===== src/common/ccu_macros.svh =====
// Width constants for the central control unit
// Address, data, strobe and timer counter widths
`ifndef CCU_MACROS_SVH
`define CCU_MACROS_SVH

// Byte address covering 16 words
`define CCU_ADDR_WIDTH 6

// Register width and its byte strobe width
`define CCU_DATA_WIDTH 32
`define CCU_STRB_WIDTH (`CCU_DATA_WIDTH / 8)

// Timer and latency counters
`define CCU_TIMER_WIDTH 32

`endif


===== src/common/ccu_ctrl_pkg.sv =====
// Sequencer types
// Operation state enum
package ccu_ctrl_pkg;

  // Operation states
  typedef enum logic [2:0] {
    IDLE  = 3'd0,
    START = 3'd1,
    RUN   = 3'd2,
    DONE  = 3'd3,
    ERROR = 3'd4
  } seq_state_e;

endpackage


===== src/common/ccu_reg_pkg.sv =====
// Register map of the control unit
// Word index enum, interrupt bits and status bits
package ccu_reg_pkg;

  // Word index, byte address is four times the index
  typedef enum logic [3:0] {
    REG_RSLT_LEN = 4'd0,
    REG_BTCH_LEN = 4'd1,
    REG_LOADED   = 4'd2,
    REG_OPER_STR = 4'd3,
    REG_OPER_DNE = 4'd4,
    REG_INTR     = 4'd5,
    REG_OPER_STS = 4'd6,
    REG_RSLT_PRG = 4'd7,
    REG_ITER_PRG = 4'd8,
    REG_ITER_TMR = 4'd9,
    REG_ITER_LAT = 4'd10,
    REG_OPER_TMR = 4'd11,
    REG_OPER_LAT = 4'd12
  } reg_idx_e;

  // Fields of REG_INTR
  localparam int INTR_WIDTH     = 3;
  localparam int INTR_SOFT_BIT  = 0;
  localparam int INTR_ABORT_BIT = 1;
  localparam int INTR_ERROR_BIT = 2;

  // Fields of REG_OPER_STS
  localparam int STS_WIDTH      = 5;
  localparam int STS_IDLE_BIT   = 0;
  localparam int STS_BUSY_BIT   = 1;
  localparam int STS_ERROR_BIT  = 2;
  localparam int STS_LOCKED_BIT = 3;
  localparam int STS_VALID_BIT  = 4;

endpackage


===== src/common/ccu_ctrl_if.sv =====
// Register file to sequencer bus
// Configuration levels, PL update strobes and PL update values
`timescale 1ns/1ps
`include "ccu_macros.svh"

interface ccu_ctrl_if;
  // Configuration and commands from the register file
  logic [`CCU_DATA_WIDTH-1:0]       rslt_len;
  logic [7:0]                       btch_len;
  logic [3:0]                       loaded;
  logic                             start;
  logic                             intr_soft;
  logic                             intr_abort;
  logic                             intr_error;

  // PL update strobes from the sequencer
  logic                             str_clr;
  logic                             dne_set;
  logic                             intr_err_clr;
  logic                             wo_en;
  logic                             wo_rst;

  // Values loaded on wo_en
  logic [`CCU_DATA_WIDTH-1:0]       rslt_prg;
  logic [`CCU_DATA_WIDTH-1:0]       iter_prg;
  logic [`CCU_TIMER_WIDTH-1:0]      iter_tmr;
  logic [`CCU_TIMER_WIDTH-1:0]      iter_lat;
  logic [`CCU_TIMER_WIDTH-1:0]      oper_tmr;
  logic [`CCU_TIMER_WIDTH-1:0]      oper_lat;
  logic [ccu_reg_pkg::STS_WIDTH-1:0] status;

  modport regs (
    output rslt_len, btch_len, loaded, start, intr_soft, intr_abort, intr_error,
    input  str_clr, dne_set, intr_err_clr, wo_en, wo_rst,
    input  rslt_prg, iter_prg, iter_tmr, iter_lat, oper_tmr, oper_lat, status
  );

  modport seq (
    input  rslt_len, btch_len, loaded, start, intr_soft, intr_abort, intr_error,
    output str_clr, dne_set, intr_err_clr, wo_en, wo_rst,
    output rslt_prg, iter_prg, iter_tmr, iter_lat, oper_tmr, oper_lat, status
  );

endinterface


===== src/common/ccu_host_if.sv =====
// Host register access bus
// Single-cycle write and read strobes from the AXI-Lite front end
`timescale 1ns/1ps
`include "ccu_macros.svh"

interface ccu_host_if;
  logic                       wr_en;
  ccu_reg_pkg::reg_idx_e      wr_idx;
  logic [`CCU_DATA_WIDTH-1:0] wr_data;
  logic [`CCU_STRB_WIDTH-1:0] wr_strb;
  logic                       rd_en;
  ccu_reg_pkg::reg_idx_e      rd_idx;
  // Valid in the cycle after rd_en
  logic [`CCU_DATA_WIDTH-1:0] rd_data;

  modport slave (
    output wr_en, wr_idx, wr_data, wr_strb, rd_en, rd_idx,
    input  rd_data
  );

  modport regs (
    input  wr_en, wr_idx, wr_data, wr_strb, rd_en, rd_idx,
    output rd_data
  );

endinterface


===== src/register_file/ccu_axil_slave.sv =====
// AXI-Lite slave front end
// One write or read strobe per transaction, responses held until taken
`timescale 1ns/1ps
`include "ccu_macros.svh"

module ccu_axil_slave (
  input  logic                       clk,
  input  logic                       rst,
  input  logic [`CCU_ADDR_WIDTH-1:0] s_axil_awaddr,
  input  logic                       s_axil_awvalid,
  output logic                       s_axil_awready,
  input  logic [`CCU_DATA_WIDTH-1:0] s_axil_wdata,
  input  logic [`CCU_STRB_WIDTH-1:0] s_axil_wstrb,
  input  logic                       s_axil_wvalid,
  output logic                       s_axil_wready,
  output logic [1:0]                 s_axil_bresp,
  output logic                       s_axil_bvalid,
  input  logic                       s_axil_bready,
  input  logic [`CCU_ADDR_WIDTH-1:0] s_axil_araddr,
  input  logic                       s_axil_arvalid,
  output logic                       s_axil_arready,
  output logic [`CCU_DATA_WIDTH-1:0] s_axil_rdata,
  output logic [1:0]                 s_axil_rresp,
  output logic                       s_axil_rvalid,
  input  logic                       s_axil_rready,
  ccu_host_if.slave                  host
);

  // Byte offset bits below the word index
  localparam int OFFS = $clog2(`CCU_STRB_WIDTH);

  logic wr_ack_q;
  logic bvalid_q;
  logic arready_q;
  logic rvalid_q;
  logic wr_acc;
  logic rd_acc;

  // Accept while the previous ready pulse is gone and the response slot is free
  assign wr_acc = s_axil_awvalid && s_axil_wvalid && !wr_ack_q &&
                  (!bvalid_q || s_axil_bready);
  assign rd_acc = s_axil_arvalid && !arready_q && (!rvalid_q || s_axil_rready);

  assign host.wr_en   = wr_acc;
  assign host.wr_idx  = ccu_reg_pkg::reg_idx_e'(s_axil_awaddr[`CCU_ADDR_WIDTH-1:OFFS]);
  assign host.wr_data = s_axil_wdata;
  assign host.wr_strb = s_axil_wstrb;
  assign host.rd_en   = rd_acc;
  assign host.rd_idx  = ccu_reg_pkg::reg_idx_e'(s_axil_araddr[`CCU_ADDR_WIDTH-1:OFFS]);

  always_ff @(posedge clk) begin
    if (rst) begin
      wr_ack_q  <= 1'b0;
      bvalid_q  <= 1'b0;
      arready_q <= 1'b0;
      rvalid_q  <= 1'b0;
    end else begin
      wr_ack_q  <= wr_acc;
      bvalid_q  <= wr_acc || (bvalid_q && !s_axil_bready);
      arready_q <= rd_acc;
      rvalid_q  <= rd_acc || (rvalid_q && !s_axil_rready);
    end
  end

  // Address and data channels are taken together
  assign s_axil_awready = wr_ack_q;
  assign s_axil_wready  = wr_ack_q;
  assign s_axil_bvalid  = bvalid_q;
  assign s_axil_bresp   = 2'b00;   // OKAY
  assign s_axil_arready = arready_q;
  assign s_axil_rvalid  = rvalid_q;
  assign s_axil_rresp   = 2'b00;   // OKAY

  // Read data register lives in the register file and holds until the next read
  assign s_axil_rdata = host.rd_data;

  // Pending responses hold, and read data stays put while rvalid waits
  assert property (@(posedge clk) disable iff (rst)
    bvalid_q && !s_axil_bready |=> bvalid_q);
  assert property (@(posedge clk) disable iff (rst)
    rvalid_q && !s_axil_rready |=> rvalid_q && $stable(s_axil_rdata));

endmodule


===== src/register_file/ccu_register_file.sv =====
// Control and status register storage
// Byte strobe writes, PL update paths with host priority, read mux
`timescale 1ns/1ps
`include "ccu_macros.svh"

module ccu_register_file (
  input  logic     clk,
  input  logic     rst,
  ccu_host_if.regs host,
  ccu_ctrl_if.regs ctrl
);

  localparam int DW = `CCU_DATA_WIDTH;
  localparam int TW = `CCU_TIMER_WIDTH;

  // Host-writable registers
  logic [DW-1:0]                      rslt_len_q;
  logic [7:0]                         btch_len_q;
  logic [3:0]                         loaded_q;
  logic                               str_q;
  logic                               dne_q;
  logic [ccu_reg_pkg::INTR_WIDTH-1:0] intr_q;

  // PL-written registers
  logic [ccu_reg_pkg::STS_WIDTH-1:0]  sts_q;
  logic [DW-1:0]                      rslt_prg_q;
  logic [DW-1:0]                      iter_prg_q;
  logic [TW-1:0]                      iter_tmr_q;
  logic [TW-1:0]                      iter_lat_q;
  logic [TW-1:0]                      oper_tmr_q;
  logic [TW-1:0]                      oper_lat_q;

  // Word view of the whole map, shared by the read and write paths
  logic [DW-1:0]                      view [16];
  logic [DW-1:0]                      wr_word;

  function automatic logic [DW-1:0] apply_strb(
    input logic [DW-1:0]              old_word,
    input logic [DW-1:0]              new_word,
    input logic [`CCU_STRB_WIDTH-1:0] strb
  );
    logic [DW-1:0] res;
    res = old_word;
    for (int b = 0; b < `CCU_STRB_WIDTH; b++) begin
      if (strb[b]) begin
        res[8*b +: 8] = new_word[8*b +: 8];
      end
    end
    return res;
  endfunction

  // Unmapped words read as zero
  always_comb begin
    view = '{default: '0};
    view[ccu_reg_pkg::REG_RSLT_LEN]             = rslt_len_q;
    view[ccu_reg_pkg::REG_BTCH_LEN][7:0]        = btch_len_q;
    view[ccu_reg_pkg::REG_LOADED][3:0]          = loaded_q;
    view[ccu_reg_pkg::REG_OPER_STR][0]          = str_q;
    view[ccu_reg_pkg::REG_OPER_DNE][0]          = dne_q;
    view[ccu_reg_pkg::REG_INTR][ccu_reg_pkg::INTR_WIDTH-1:0]    = intr_q;
    view[ccu_reg_pkg::REG_OPER_STS][ccu_reg_pkg::STS_WIDTH-1:0] = sts_q;
    view[ccu_reg_pkg::REG_RSLT_PRG]             = rslt_prg_q;
    view[ccu_reg_pkg::REG_ITER_PRG]             = iter_prg_q;
    view[ccu_reg_pkg::REG_ITER_TMR][TW-1:0]     = iter_tmr_q;
    view[ccu_reg_pkg::REG_ITER_LAT][TW-1:0]     = iter_lat_q;
    view[ccu_reg_pkg::REG_OPER_TMR][TW-1:0]     = oper_tmr_q;
    view[ccu_reg_pkg::REG_OPER_LAT][TW-1:0]     = oper_lat_q;
  end

  assign wr_word = apply_strb(view[host.wr_idx], host.wr_data, host.wr_strb);

  always_ff @(posedge clk) begin
    if (rst) begin
      rslt_len_q <= '0;
      btch_len_q <= '0;
      loaded_q   <= '0;
      str_q      <= 1'b0;
      dne_q      <= 1'b0;
      intr_q     <= '0;
      sts_q      <= '0;
      sts_q[ccu_reg_pkg::STS_IDLE_BIT] <= 1'b1;
      rslt_prg_q <= '0;
      iter_prg_q <= '0;
      iter_tmr_q <= '0;
      iter_lat_q <= '0;
      oper_tmr_q <= '0;
      oper_lat_q <= '0;
    end else begin
      sts_q <= ctrl.status;
      if (ctrl.str_clr) begin
        str_q <= 1'b0;
      end
      if (ctrl.dne_set) begin
        dne_q <= 1'b1;
      end
      if (ctrl.intr_err_clr) begin
        intr_q[ccu_reg_pkg::INTR_ERROR_BIT] <= 1'b0;
      end
      if (ctrl.wo_rst) begin
        rslt_prg_q <= '0;
        iter_prg_q <= '0;
        iter_tmr_q <= '0;
        iter_lat_q <= '0;
        oper_tmr_q <= '0;
        oper_lat_q <= '0;
      end else if (ctrl.wo_en) begin
        rslt_prg_q <= ctrl.rslt_prg;
        iter_prg_q <= ctrl.iter_prg;
        iter_tmr_q <= ctrl.iter_tmr;
        iter_lat_q <= ctrl.iter_lat;
        oper_tmr_q <= ctrl.oper_tmr;
        oper_lat_q <= ctrl.oper_lat;
      end
      // Host write comes last so it overrides a PL update in the same cycle
      if (host.wr_en) begin
        case (host.wr_idx)
          ccu_reg_pkg::REG_RSLT_LEN: rslt_len_q <= wr_word;
          ccu_reg_pkg::REG_BTCH_LEN: btch_len_q <= wr_word[7:0];
          ccu_reg_pkg::REG_LOADED:   loaded_q   <= wr_word[3:0];
          ccu_reg_pkg::REG_OPER_STR: str_q      <= wr_word[0];
          ccu_reg_pkg::REG_OPER_DNE: dne_q      <= wr_word[0];
          ccu_reg_pkg::REG_INTR:     intr_q     <= wr_word[ccu_reg_pkg::INTR_WIDTH-1:0];
          default: ;
        endcase
      end
    end
  end

  // Read data answers one cycle after rd_en and holds until the next read
  always_ff @(posedge clk) begin
    if (host.rd_en) begin
      host.rd_data <= view[host.rd_idx];
    end
  end

  assign ctrl.rslt_len   = rslt_len_q;
  assign ctrl.btch_len   = btch_len_q;
  assign ctrl.loaded     = loaded_q;
  assign ctrl.start      = str_q;
  assign ctrl.intr_soft  = intr_q[ccu_reg_pkg::INTR_SOFT_BIT];
  assign ctrl.intr_abort = intr_q[ccu_reg_pkg::INTR_ABORT_BIT];
  assign ctrl.intr_error = intr_q[ccu_reg_pkg::INTR_ERROR_BIT];

  // Sequencer never loads and clears the progress registers together
  assert property (@(posedge clk) disable iff (rst) !(ctrl.wo_en && ctrl.wo_rst));

endmodule


===== src/source/ccu_sequencer.sv =====
// Operation sequencer
// State machine, result and iteration counters, timers and status
`timescale 1ns/1ps
`include "ccu_macros.svh"

module ccu_sequencer (
  input  logic    clk,
  input  logic    rst,
  ccu_ctrl_if.seq ctrl,
  input  logic    result_strobe,
  output logic    busy
);

  localparam int DW = `CCU_DATA_WIDTH;
  localparam int TW = `CCU_TIMER_WIDTH;

  ccu_ctrl_pkg::seq_state_e state_q;
  ccu_ctrl_pkg::seq_state_e state_d;

  logic [DW-1:0] rslt_cnt_q;
  logic [DW-1:0] rslt_prg_q;
  logic [DW-1:0] iter_prg_q;
  logic [TW-1:0] iter_tmr_q;
  logic [TW-1:0] iter_lat_q;
  logic [TW-1:0] oper_tmr_q;
  logic [TW-1:0] oper_lat_q;
  logic          valid_q;
  logic          cfg_ok;
  logic          take;
  logic          iter_end;
  logic          last_iter;

  // Everything loaded and both lengths programmed
  assign cfg_ok = (&ctrl.loaded) && (ctrl.rslt_len != '0) && (ctrl.btch_len != '0);

  // Strobes count only while running, and are dropped while paused
  assign take      = (state_q == ccu_ctrl_pkg::RUN) && result_strobe &&
                     !ctrl.intr_soft && !ctrl.intr_abort;
  assign iter_end  = take && (rslt_cnt_q + 1'b1 == ctrl.rslt_len);
  assign last_iter = iter_end &&
                     (iter_prg_q + 1'b1 == {{(DW-8){1'b0}}, ctrl.btch_len});

  always_comb begin
    state_d = state_q;
    case (state_q)
      ccu_ctrl_pkg::IDLE: begin
        if (ctrl.start) begin
          state_d = cfg_ok ? ccu_ctrl_pkg::START : ccu_ctrl_pkg::ERROR;
        end
      end
      ccu_ctrl_pkg::START: state_d = ccu_ctrl_pkg::RUN;
      ccu_ctrl_pkg::RUN: begin
        if (ctrl.intr_abort) begin
          state_d = ccu_ctrl_pkg::ERROR;
        end else if (last_iter) begin
          state_d = ccu_ctrl_pkg::DONE;
        end
      end
      ccu_ctrl_pkg::DONE: state_d = ccu_ctrl_pkg::IDLE;
      ccu_ctrl_pkg::ERROR: begin
        if (ctrl.intr_error) begin
          state_d = ccu_ctrl_pkg::IDLE;
        end
      end
      default: state_d = ccu_ctrl_pkg::IDLE;
    endcase
  end

  // PL update strobes
  assign ctrl.str_clr      = (state_q == ccu_ctrl_pkg::IDLE) && ctrl.start;
  assign ctrl.wo_rst       = (state_q == ccu_ctrl_pkg::START);
  assign ctrl.dne_set      = (state_q == ccu_ctrl_pkg::DONE);
  assign ctrl.wo_en        = iter_end || (state_q == ccu_ctrl_pkg::DONE);
  assign ctrl.intr_err_clr = (state_q == ccu_ctrl_pkg::ERROR) && ctrl.intr_error;

  // Values as they stand after this cycle, loaded on wo_en
  assign ctrl.rslt_prg = rslt_prg_q + {{(DW-1){1'b0}}, take};
  assign ctrl.iter_prg = iter_prg_q + {{(DW-1){1'b0}}, iter_end};
  assign ctrl.iter_tmr = iter_tmr_q;
  assign ctrl.iter_lat = iter_end ? iter_tmr_q + 1'b1 : iter_lat_q;
  assign ctrl.oper_tmr = oper_tmr_q;
  assign ctrl.oper_lat = (state_q == ccu_ctrl_pkg::DONE) ? oper_tmr_q : oper_lat_q;

  always_ff @(posedge clk) begin
    if (rst || state_q == ccu_ctrl_pkg::START) begin
      rslt_cnt_q <= '0;
      rslt_prg_q <= '0;
      iter_prg_q <= '0;
      iter_tmr_q <= '0;
      iter_lat_q <= '0;
      oper_tmr_q <= '0;
      oper_lat_q <= '0;
    end else begin
      rslt_prg_q <= ctrl.rslt_prg;
      iter_prg_q <= ctrl.iter_prg;
      iter_lat_q <= ctrl.iter_lat;
      oper_lat_q <= ctrl.oper_lat;
      if (take) begin
        rslt_cnt_q <= iter_end ? '0 : rslt_cnt_q + 1'b1;
      end
      if (state_q == ccu_ctrl_pkg::RUN) begin
        iter_tmr_q <= iter_end ? '0 : iter_tmr_q + 1'b1;
        oper_tmr_q <= oper_tmr_q + 1'b1;
      end
    end
  end

  always_ff @(posedge clk) begin
    if (rst) begin
      state_q <= ccu_ctrl_pkg::IDLE;
      valid_q <= 1'b0;
    end else begin
      state_q <= state_d;
      if (state_q == ccu_ctrl_pkg::START) begin
        valid_q <= 1'b0;
      end else if (state_q == ccu_ctrl_pkg::DONE) begin
        valid_q <= 1'b1;
      end
    end
  end

  assign busy = (state_q == ccu_ctrl_pkg::START) || (state_q == ccu_ctrl_pkg::RUN) ||
                (state_q == ccu_ctrl_pkg::DONE);

  always_comb begin
    ctrl.status = '0;
    ctrl.status[ccu_reg_pkg::STS_IDLE_BIT]   = (state_q == ccu_ctrl_pkg::IDLE);
    ctrl.status[ccu_reg_pkg::STS_BUSY_BIT]   = busy;
    ctrl.status[ccu_reg_pkg::STS_ERROR_BIT]  = (state_q == ccu_ctrl_pkg::ERROR);
    ctrl.status[ccu_reg_pkg::STS_LOCKED_BIT] = (state_q == ccu_ctrl_pkg::RUN) && ctrl.intr_soft;
    ctrl.status[ccu_reg_pkg::STS_VALID_BIT]  = valid_q;
  end

endmodule


===== src/source/ccu_top.sv =====
// Central control unit top level
// AXI-Lite front end, register file and operation sequencer
`timescale 1ns/1ps
`include "ccu_macros.svh"

module ccu_top (
  input  logic                       clk,
  input  logic                       rst,
  input  logic [`CCU_ADDR_WIDTH-1:0] s_axil_awaddr,
  input  logic                       s_axil_awvalid,
  output logic                       s_axil_awready,
  input  logic [`CCU_DATA_WIDTH-1:0] s_axil_wdata,
  input  logic [`CCU_STRB_WIDTH-1:0] s_axil_wstrb,
  input  logic                       s_axil_wvalid,
  output logic                       s_axil_wready,
  output logic [1:0]                 s_axil_bresp,
  output logic                       s_axil_bvalid,
  input  logic                       s_axil_bready,
  input  logic [`CCU_ADDR_WIDTH-1:0] s_axil_araddr,
  input  logic                       s_axil_arvalid,
  output logic                       s_axil_arready,
  output logic [`CCU_DATA_WIDTH-1:0] s_axil_rdata,
  output logic [1:0]                 s_axil_rresp,
  output logic                       s_axil_rvalid,
  input  logic                       s_axil_rready,
  input  logic                       result_strobe,
  output logic                       busy
);

  ccu_host_if host_bus ();
  ccu_ctrl_if ctrl_bus ();

  ccu_axil_slave i_axil_slave (
    .clk            (clk),
    .rst            (rst),
    .s_axil_awaddr  (s_axil_awaddr),
    .s_axil_awvalid (s_axil_awvalid),
    .s_axil_awready (s_axil_awready),
    .s_axil_wdata   (s_axil_wdata),
    .s_axil_wstrb   (s_axil_wstrb),
    .s_axil_wvalid  (s_axil_wvalid),
    .s_axil_wready  (s_axil_wready),
    .s_axil_bresp   (s_axil_bresp),
    .s_axil_bvalid  (s_axil_bvalid),
    .s_axil_bready  (s_axil_bready),
    .s_axil_araddr  (s_axil_araddr),
    .s_axil_arvalid (s_axil_arvalid),
    .s_axil_arready (s_axil_arready),
    .s_axil_rdata   (s_axil_rdata),
    .s_axil_rresp   (s_axil_rresp),
    .s_axil_rvalid  (s_axil_rvalid),
    .s_axil_rready  (s_axil_rready),
    .host           (host_bus.slave)
  );

  ccu_register_file i_register_file (
    .clk  (clk),
    .rst  (rst),
    .host (host_bus.regs),
    .ctrl (ctrl_bus.regs)
  );

  ccu_sequencer i_sequencer (
    .clk           (clk),
    .rst           (rst),
    .ctrl          (ctrl_bus.seq),
    .result_strobe (result_strobe),
    .busy          (busy)
  );

endmodule


===== config.mk =====
export PLATFORM = sky130hd
export DESIGN_NAME = ccu_top
export DESIGN_NICKNAME = d
export VERILOG_FILES = /design/src/common/ccu_ctrl_pkg.sv /design/src/common/ccu_reg_pkg.sv /design/src/common/ccu_ctrl_if.sv /design/src/common/ccu_host_if.sv /design/src/register_file/ccu_axil_slave.sv /design/src/register_file/ccu_register_file.sv /design/src/source/ccu_sequencer.sv /design/src/source/ccu_top.sv
export VERILOG_INCLUDE_DIRS = /design/src /design/src/common
export SDC_FILE = /design/constraint.sdc
export NUM_CORES = 1
export LEC_CHECK = 0
export BUFFER_PORTS_ARGS = -buffer_cell sky130_fd_sc_hd__buf_2
export CAP_MARGIN = 30
export CORE_MARGIN = 10
export CORE_UTILIZATION = 35
export DETAILED_ROUTE_END_ITERATION = 16
export PLACE_DENSITY = 0.53
export SLEW_MARGIN = 20
export SYNTH_ARGS = -nofsm -noshare
export SYNTH_HDL_FRONTEND = slang
export SYNTH_SLANG_ARGS = --single-unit
export TNS_END_PERCENT = 20

===== constraint.sdc =====
create_clock -name clk -period 7.7 [get_ports clk]
set_input_delay 0 -clock clk [delete_from_list [all_inputs] [get_ports clk]]
set_output_delay 0 -clock clk [all_outputs]
set_load 0.005 [all_outputs]

# Word-level counts from Yosys, hierarchy flattened

Index checks and enable logic that the tools add are counted.

Output and inout bits: 42
Logic and storage cells: 125
Register bits: 510
Bits of input ports: 56

Magnitude comparators: 2
Mux-type cells: 29
Bitwise logic cells: 2
$add $sub $neg: 6
Reduce and logical (&&, ||, !) cells: 44
Eq/ne operators: 14

Operators by type and width:

| operator                                                              | count |
|---|---|
| 32-bit binary-select mux with 4-bit select                            | 2 |
| 32-bit 2-to-1 mux                                                     | 8 |
| 32-bit by 1-bit adder with 32-bit output, second input constant       | 4 |
| 32-bit by 1-bit adder with 32-bit output                              | 2 |
| 32-bit equality test                                                  | 1 |
| 32-bit by 8-bit equality test with 1-bit output                       | 1 |
| 8-bit 2-to-1 mux                                                      | 4 |
| 32-bit nonzero test                                                   | 1 |
| 3-bit 2-to-1 mux                                                      | 7 |
| 1-bit logical AND                                                     | 17 |
| 3-bit case mux with 4 select lines                                    | 1 |
| 5-bit greater-or-equal comparator, second input constant              | 2 |
| 4-bit inverter with 5-bit output                                      | 2 |
| 4-bit by 2-bit equality test with 1-bit output, second input constant | 2 |
| 4-bit by 3-bit equality test with 1-bit output, second input constant | 2 |
| 1-bit zero test                                                       | 8 |
| 1-bit logical OR                                                      | 8 |
| 2-bit AND reduction                                                   | 4 |
| 8-bit nonzero test                                                    | 1 |
| 1-bit 2-to-1 mux                                                      | 7 |
| 3-bit by 2-bit equality test with 1-bit output, second input constant | 2 |
| 4-bit by 1-bit equality test with 1-bit output, second input constant | 1 |
| 4-bit zero test                                                       | 1 |
| 2-bit != test, second input constant                                  | 2 |
| other kinds (7)                                                       | 7 |

# Longest topological paths before layout

Depth after elaboration: 9
Gate-level depth with buffers: 22

# Cells and area by module

From an unflattened synthesis, not the netlist that was laid out.

Cells, all modules: 2753
Area total of the unflattened synthesis: 25610.8 um^2

Modules (own cells, without submodules):

| module            | instances | area each (um^2) | cells each |
|---|---|---|---|
| ccu_sequencer     | 1         | 12617.1          | 1512 |
| ccu_register_file | 1         | 12182.9          | 1143 |
| ccu_axil_slave    | 1         | 810.8            | 98 |

# Worst setup path after synthesis

No wires, ideal clock.

Kind: register -> register
Start point: register i_sequencer.rslt_cnt_q[8]
End point: register i_register_file.iter_prg_q[30]
Arrival time: 4.776 ns
Slack: 2.808 ns
Required time: 7.584 ns
Library setup time: 0.116 ns
Stages on the path, launching flop included: 23
Path through: dfxtp_1 buf_2 nand4_1 or4_1 clkbuf_1 or4_1 xnor2_1 nand3b_1 nor2_1 nand3_1 inv_1 buf_2 buf_2 ha_1 ha_1 and3_1 nand3_1 or3_1 nor3_1 xnor2_1 nor2_1 a21boi_0 a31o_2

Longest elaborated chain between the ends: 4
Elaborated cells on any way between the ends: 5

Ends and longest elaborated chain:

| item                                                                         | RTL line                                 | source |
|---|---|---|
| start, declared                                                              | ccu_sequencer.sv:20                      | `logic [DW-1:0] rslt_cnt_q;` |
| start signal, assigned                                                       | ccu_sequencer.sv:99                      | `rslt_cnt_q <= iter_end ? '0 : rslt_cnt_q + 1'b1;` |
| 32-bit by 1-bit adder with 32-bit output *                                   | ccu_sequencer.sv:39                      | `assign iter_end = take && (rslt_cnt_q + 1'b1 == ctrl.rslt_len);` |
| 32-bit equality test *                                                       | ccu_sequencer.sv:39                      |  |
| 1-bit logical AND *                                                          | ccu_sequencer.sv:39                      |  |
| 32-bit by 1-bit adder with 32-bit output or 1-bit logical OR (tied branches) | ccu_sequencer.sv:78, ccu_sequencer.sv:73 |  |
| end signal, assigned                                                         | ccu_register_file.sv:108                 | `iter_prg_q <= ctrl.iter_prg;` |
| end, declared                                                                | ccu_register_file.sv:27                  | `logic [DW-1:0] iter_prg_q;` |

Every way passes the cells marked *; elsewhere a longest branch is shown, timed or not.
A chain may end at the register's enable or synchronous reset.

# Worst setup path after layout

Start point: register i_sequencer.rslt_cnt_q[0]
End point: register i_register_file.iter_prg_q[19]

The elaborated chain is that of the path after synthesis.

==> impl_metrics.csv <==
group,metric,value,unit
clock_tree,numCtsBuffers,54,
clock_tree,clockBufferDepth,3,
setup_path,critPathBufInv,1,
global_route,grt_pass1_vias,21400,
power,p_sw,1.34,mW
synthesis,yosys.area.top_type,"dfxtp_1",
finish,seq_area,0.0105,mm^2
clock_tree,cts_sinks,510,
route,routed_wl,81500,um
route,first_pass_iters,5,
timing,finalSetupViolations,0,
synthesis,ys_top_cells_by_count,"478 x dfxtp_1, 291 x nand2_1, 269 x nor2_1",
synthesis,synth_edf_count,32,
floorplan,rows,98,
timing,timing.hold.ws,7.52,ps
synthesis,netlist_area,0.0252,mm^2
setup_path,critPathKind,"flip-flop to flip-flop",
route,drt_iter0_markers,1637,
route,met1Wirelength,35300,um
power,combPwrFrac,0.046,
floorplan,coreArea,0.0715,mm^2
finish,fin_nets,3029,
floorplan,dieWidth,288,um
synthesis,ys_seq_elements,510,
setup_path,reg2reg_depth,18,
clock_tree,root_buffer,"clkbuf_16",
finish,final_cell_area,0.0287,mm^2
synthesis,yosysWarnings,0,
setup_path,required,8200,ps
timing,fin_crit,6000,ps
power,p_per_area,198,mW/mm^2
timing,drv_slew,0,
timing,timing.fmax,167,MHz
setup_path,critPathMaxFanout,12,
route,highest-signal-layer,"met4",
finish,multi_input_area,0.0135,mm^2
timing,finalHoldViolations,0,
timing,fin_setup_tns,0,ps
setup_path,critPathLaunchType,"flip-flop",
route,routed_via_density,5.67,
setup_path,slowest_stage,"or4b_2",
floorplan,io_pins,98,
finish,drive_gt1_frac,0.0997,
timing,timing.final.crit_share,0.779,
place,hpwlAfterDp,53800,um
place,place_area,0.0260,mm^2
finish,syn2layout_area_growth,13.9,%
timing,worst_pin_slew,1210,ps
synthesis,synth_area_leaders,"dfxtp_1 38%, nand2_1 4.3%, a21oi_1 4.2%, nor2_1 4.0%, mux4_2 3.9%",
job,drv_cap,0,
floorplan,dieHeight,288,um
global_route,grtUsageTotal,0.189,
setup_path,critPathTopFamily,"simple AND/OR/NAND/NOR gates",
route,wl_per_cell,20.6,um
global_route,grt_start_max_net_pins,203,
timing,rsz0062_at_grt,"no",
route,drc,0,
synthesis,synth_top_cell_area_share,0.380,
synthesis,yosys_most_used_dff,"dfxtp_1",
power,intPower,4.35,mW
global_route,overflow,0,
floorplan,die-area,0.0831,mm^2
finish,fillers,7090,
floorplan,start_util,0.353,
synthesis,synthDistinctLibCells,78,
setup_path,crit_arrival,6490,ps
power,pwr-share-seq,0.479,
place,io_buffer_count,89,
clock_tree,clk_latency,630,ps
timing,clock_skew,33.4,ps
route,vias,22500,
hold_path,hold_path.class,"input port to flip-flop",
setup_path,cp_common_cell,"nand3_1",
timing,slew-limit-headroom,0.195,
synthesis,syn_inst,2975,
synthesis,yosysMostFrequentCell,"dfxtp_1",
outcome,status,"completed",
synthesis,synth_async_sr_flop_share,0,
power,switching_share,0.235,
clock_tree,cts_setup_buffers,0,
setup_path,crit_cells,18,
route,ant_nets,0,
route,wl_met2,39000,um
place,gp_congestion,0.891,
synthesis,syn_avg_cell_area,8.47,um^2
route,wl_met3,4970,um
setup_path,end_kind,"flip-flop",
clock_tree,clk_pin_slew,60,ps
global_route,antenna_found_initial,0,
setup_path,crit_path_cell_trace,"ha_1, nand4_1, nor3_1, or4b_2, xor2_1, nor3_1, o2111a_1, nand3_1, inv_1, ha_1, nand3_1, nor3_1, nand3_1, nor2_1, nand3_1, xor2_1, nor2_1, mux2_2",
clock_tree,htree_levels,2,
synthesis,seq_area_frac_synth,0.418,
clock_tree,cts_tree,"yes",
global_route,grt_pass1_wl,126000,um
power,p_clk_frac,0.475,
power,p_leak,9.58,nW
hold_path,holdPathStages,3,
power,vdd_ir_drop_max,0.154,mV
power,p_total,5.69,mW
setup_path,max_stage_delay,680,ps
## worst reg2reg max path, cell delays in order, from the launching register on
cell and delay (ps):
dfxtp_1 430, ha_1 300, nand4_1 340, nor3_1 420, or4b_2 680, xor2_1 170
nor3_1 190, o2111a_1 200, nand3_1 230, inv_1 530, ha_1 260, nand3_1 160
nor3_1 530, nand3_1 510, nor2_1 310, nand3_1 110, xor2_1 150, nor2_1 70
mux2_2 290
## repair_timing
action,in CTS,in global routing
hold endpoints to repair,68,0
hold buffers,84,0
resized for setup,0,0
## layer usage
layer / vias up / GRT usage
met2: 664 / 0.319
li1: 10700 / -
met1: 11000 / 0.245
met4: 0 / 0.0591
met5: - / 0
met3: 127 / 0.0304
## final cells by class
type | instances | share of cell area
Sequential cell | 510 | 0.367
Clock inverter | 17 | 0.00675
Clock buffer | 83 | 0.0572
Timing Repair Buffer | 201 | 0.0539
Antenna cell | 1 | 0.0000871
Multi-Input combinational cell | 2166 | 0.470
Tap cell | 950 | 0.0414
Inverter | 31 | 0.00405
## layout by cell type (no fill, tap or decap), drive strengths merged, types with 24 or more instances in the layout
master       count
dfxtp          478
mux2i           63
o31ai           46
dlygate4sd3     84
nor4            37
mux4            44
nor3           117
a211oi          29
nand3          192
xnor2           85
a221oi          58
o21a            30
clkbuf          84
buf            116
nand4           66
a21oi          213
inv             31
or3             30
o21ai          184
and3            35
nand2          291
xor2           102
nor2           269
a21boi          33
or4             26
a31oi           24
edfxtp          32
## final timing paths
path / start / to / slack (ps)
hold reg to reg: i_register_file.rslt_prg_q[10]$_SDFFE_PP0P_ / i_register_file.rslt_prg_q[10]$_SDFFE_PP0P_ / 450
hold / removal: rst / i_axil_slave.s_axil_awready$_SDFF_PP0_ / 8
setup / recovery: i_sequencer.rslt_cnt_q[0]$_SDFFE_PP0P_ / i_register_file.iter_prg_q[19]$_SDFFE_PP0P_ / 1700
setup reg to reg: i_sequencer.rslt_cnt_q[0]$_SDFFE_PP0P_ / i_register_file.iter_prg_q[19]$_SDFFE_PP0P_ / 1700
## power by group through the flow
stage | Combinational, mW | Clock (mW) | Sequential, mW
final | 0.265 | 2.70 | 2.72
after global routing | 0.286 | 2.85 | 2.73
after CTS | 0.264 | 2.76 | 2.72
after detailed placement | 0.245 | 0 | 2.78
after global placement | 0.240 | 0 | 2.78
after floorplan | 0.161 | 0 | 2.77
## cell families after synthesis
group | Yosys count | synth area share
buffers and inverters | 302 | 0.0491
AOI/OAI and AO/OA | 696 | 0.173
DFF | 510 | 0.418
and+or+nand+nor | 1148 | 0.220
adders and majority gates | 9 | 0.00447
muxes | 122 | 0.0710
other | 1 | 0.000149
xor gates and xnor gates | 187 | 0.0650
## per-stage QoR
stage | worst slack, ps | instances | utilization
2_1_floorplan | 2810 | 2978 | -
6_report | 1700 | 3959 | 0.402
4_1_cts | 1680 | 3957 | 0.402
3_3_place_gp | 1780 | 3772 | 0.364
3_5_place_dp | 1710 | 3773 | 0.364
5_1_grt | 1270 | 3958 | 0.402
Power figures use the tool's default switching activity.
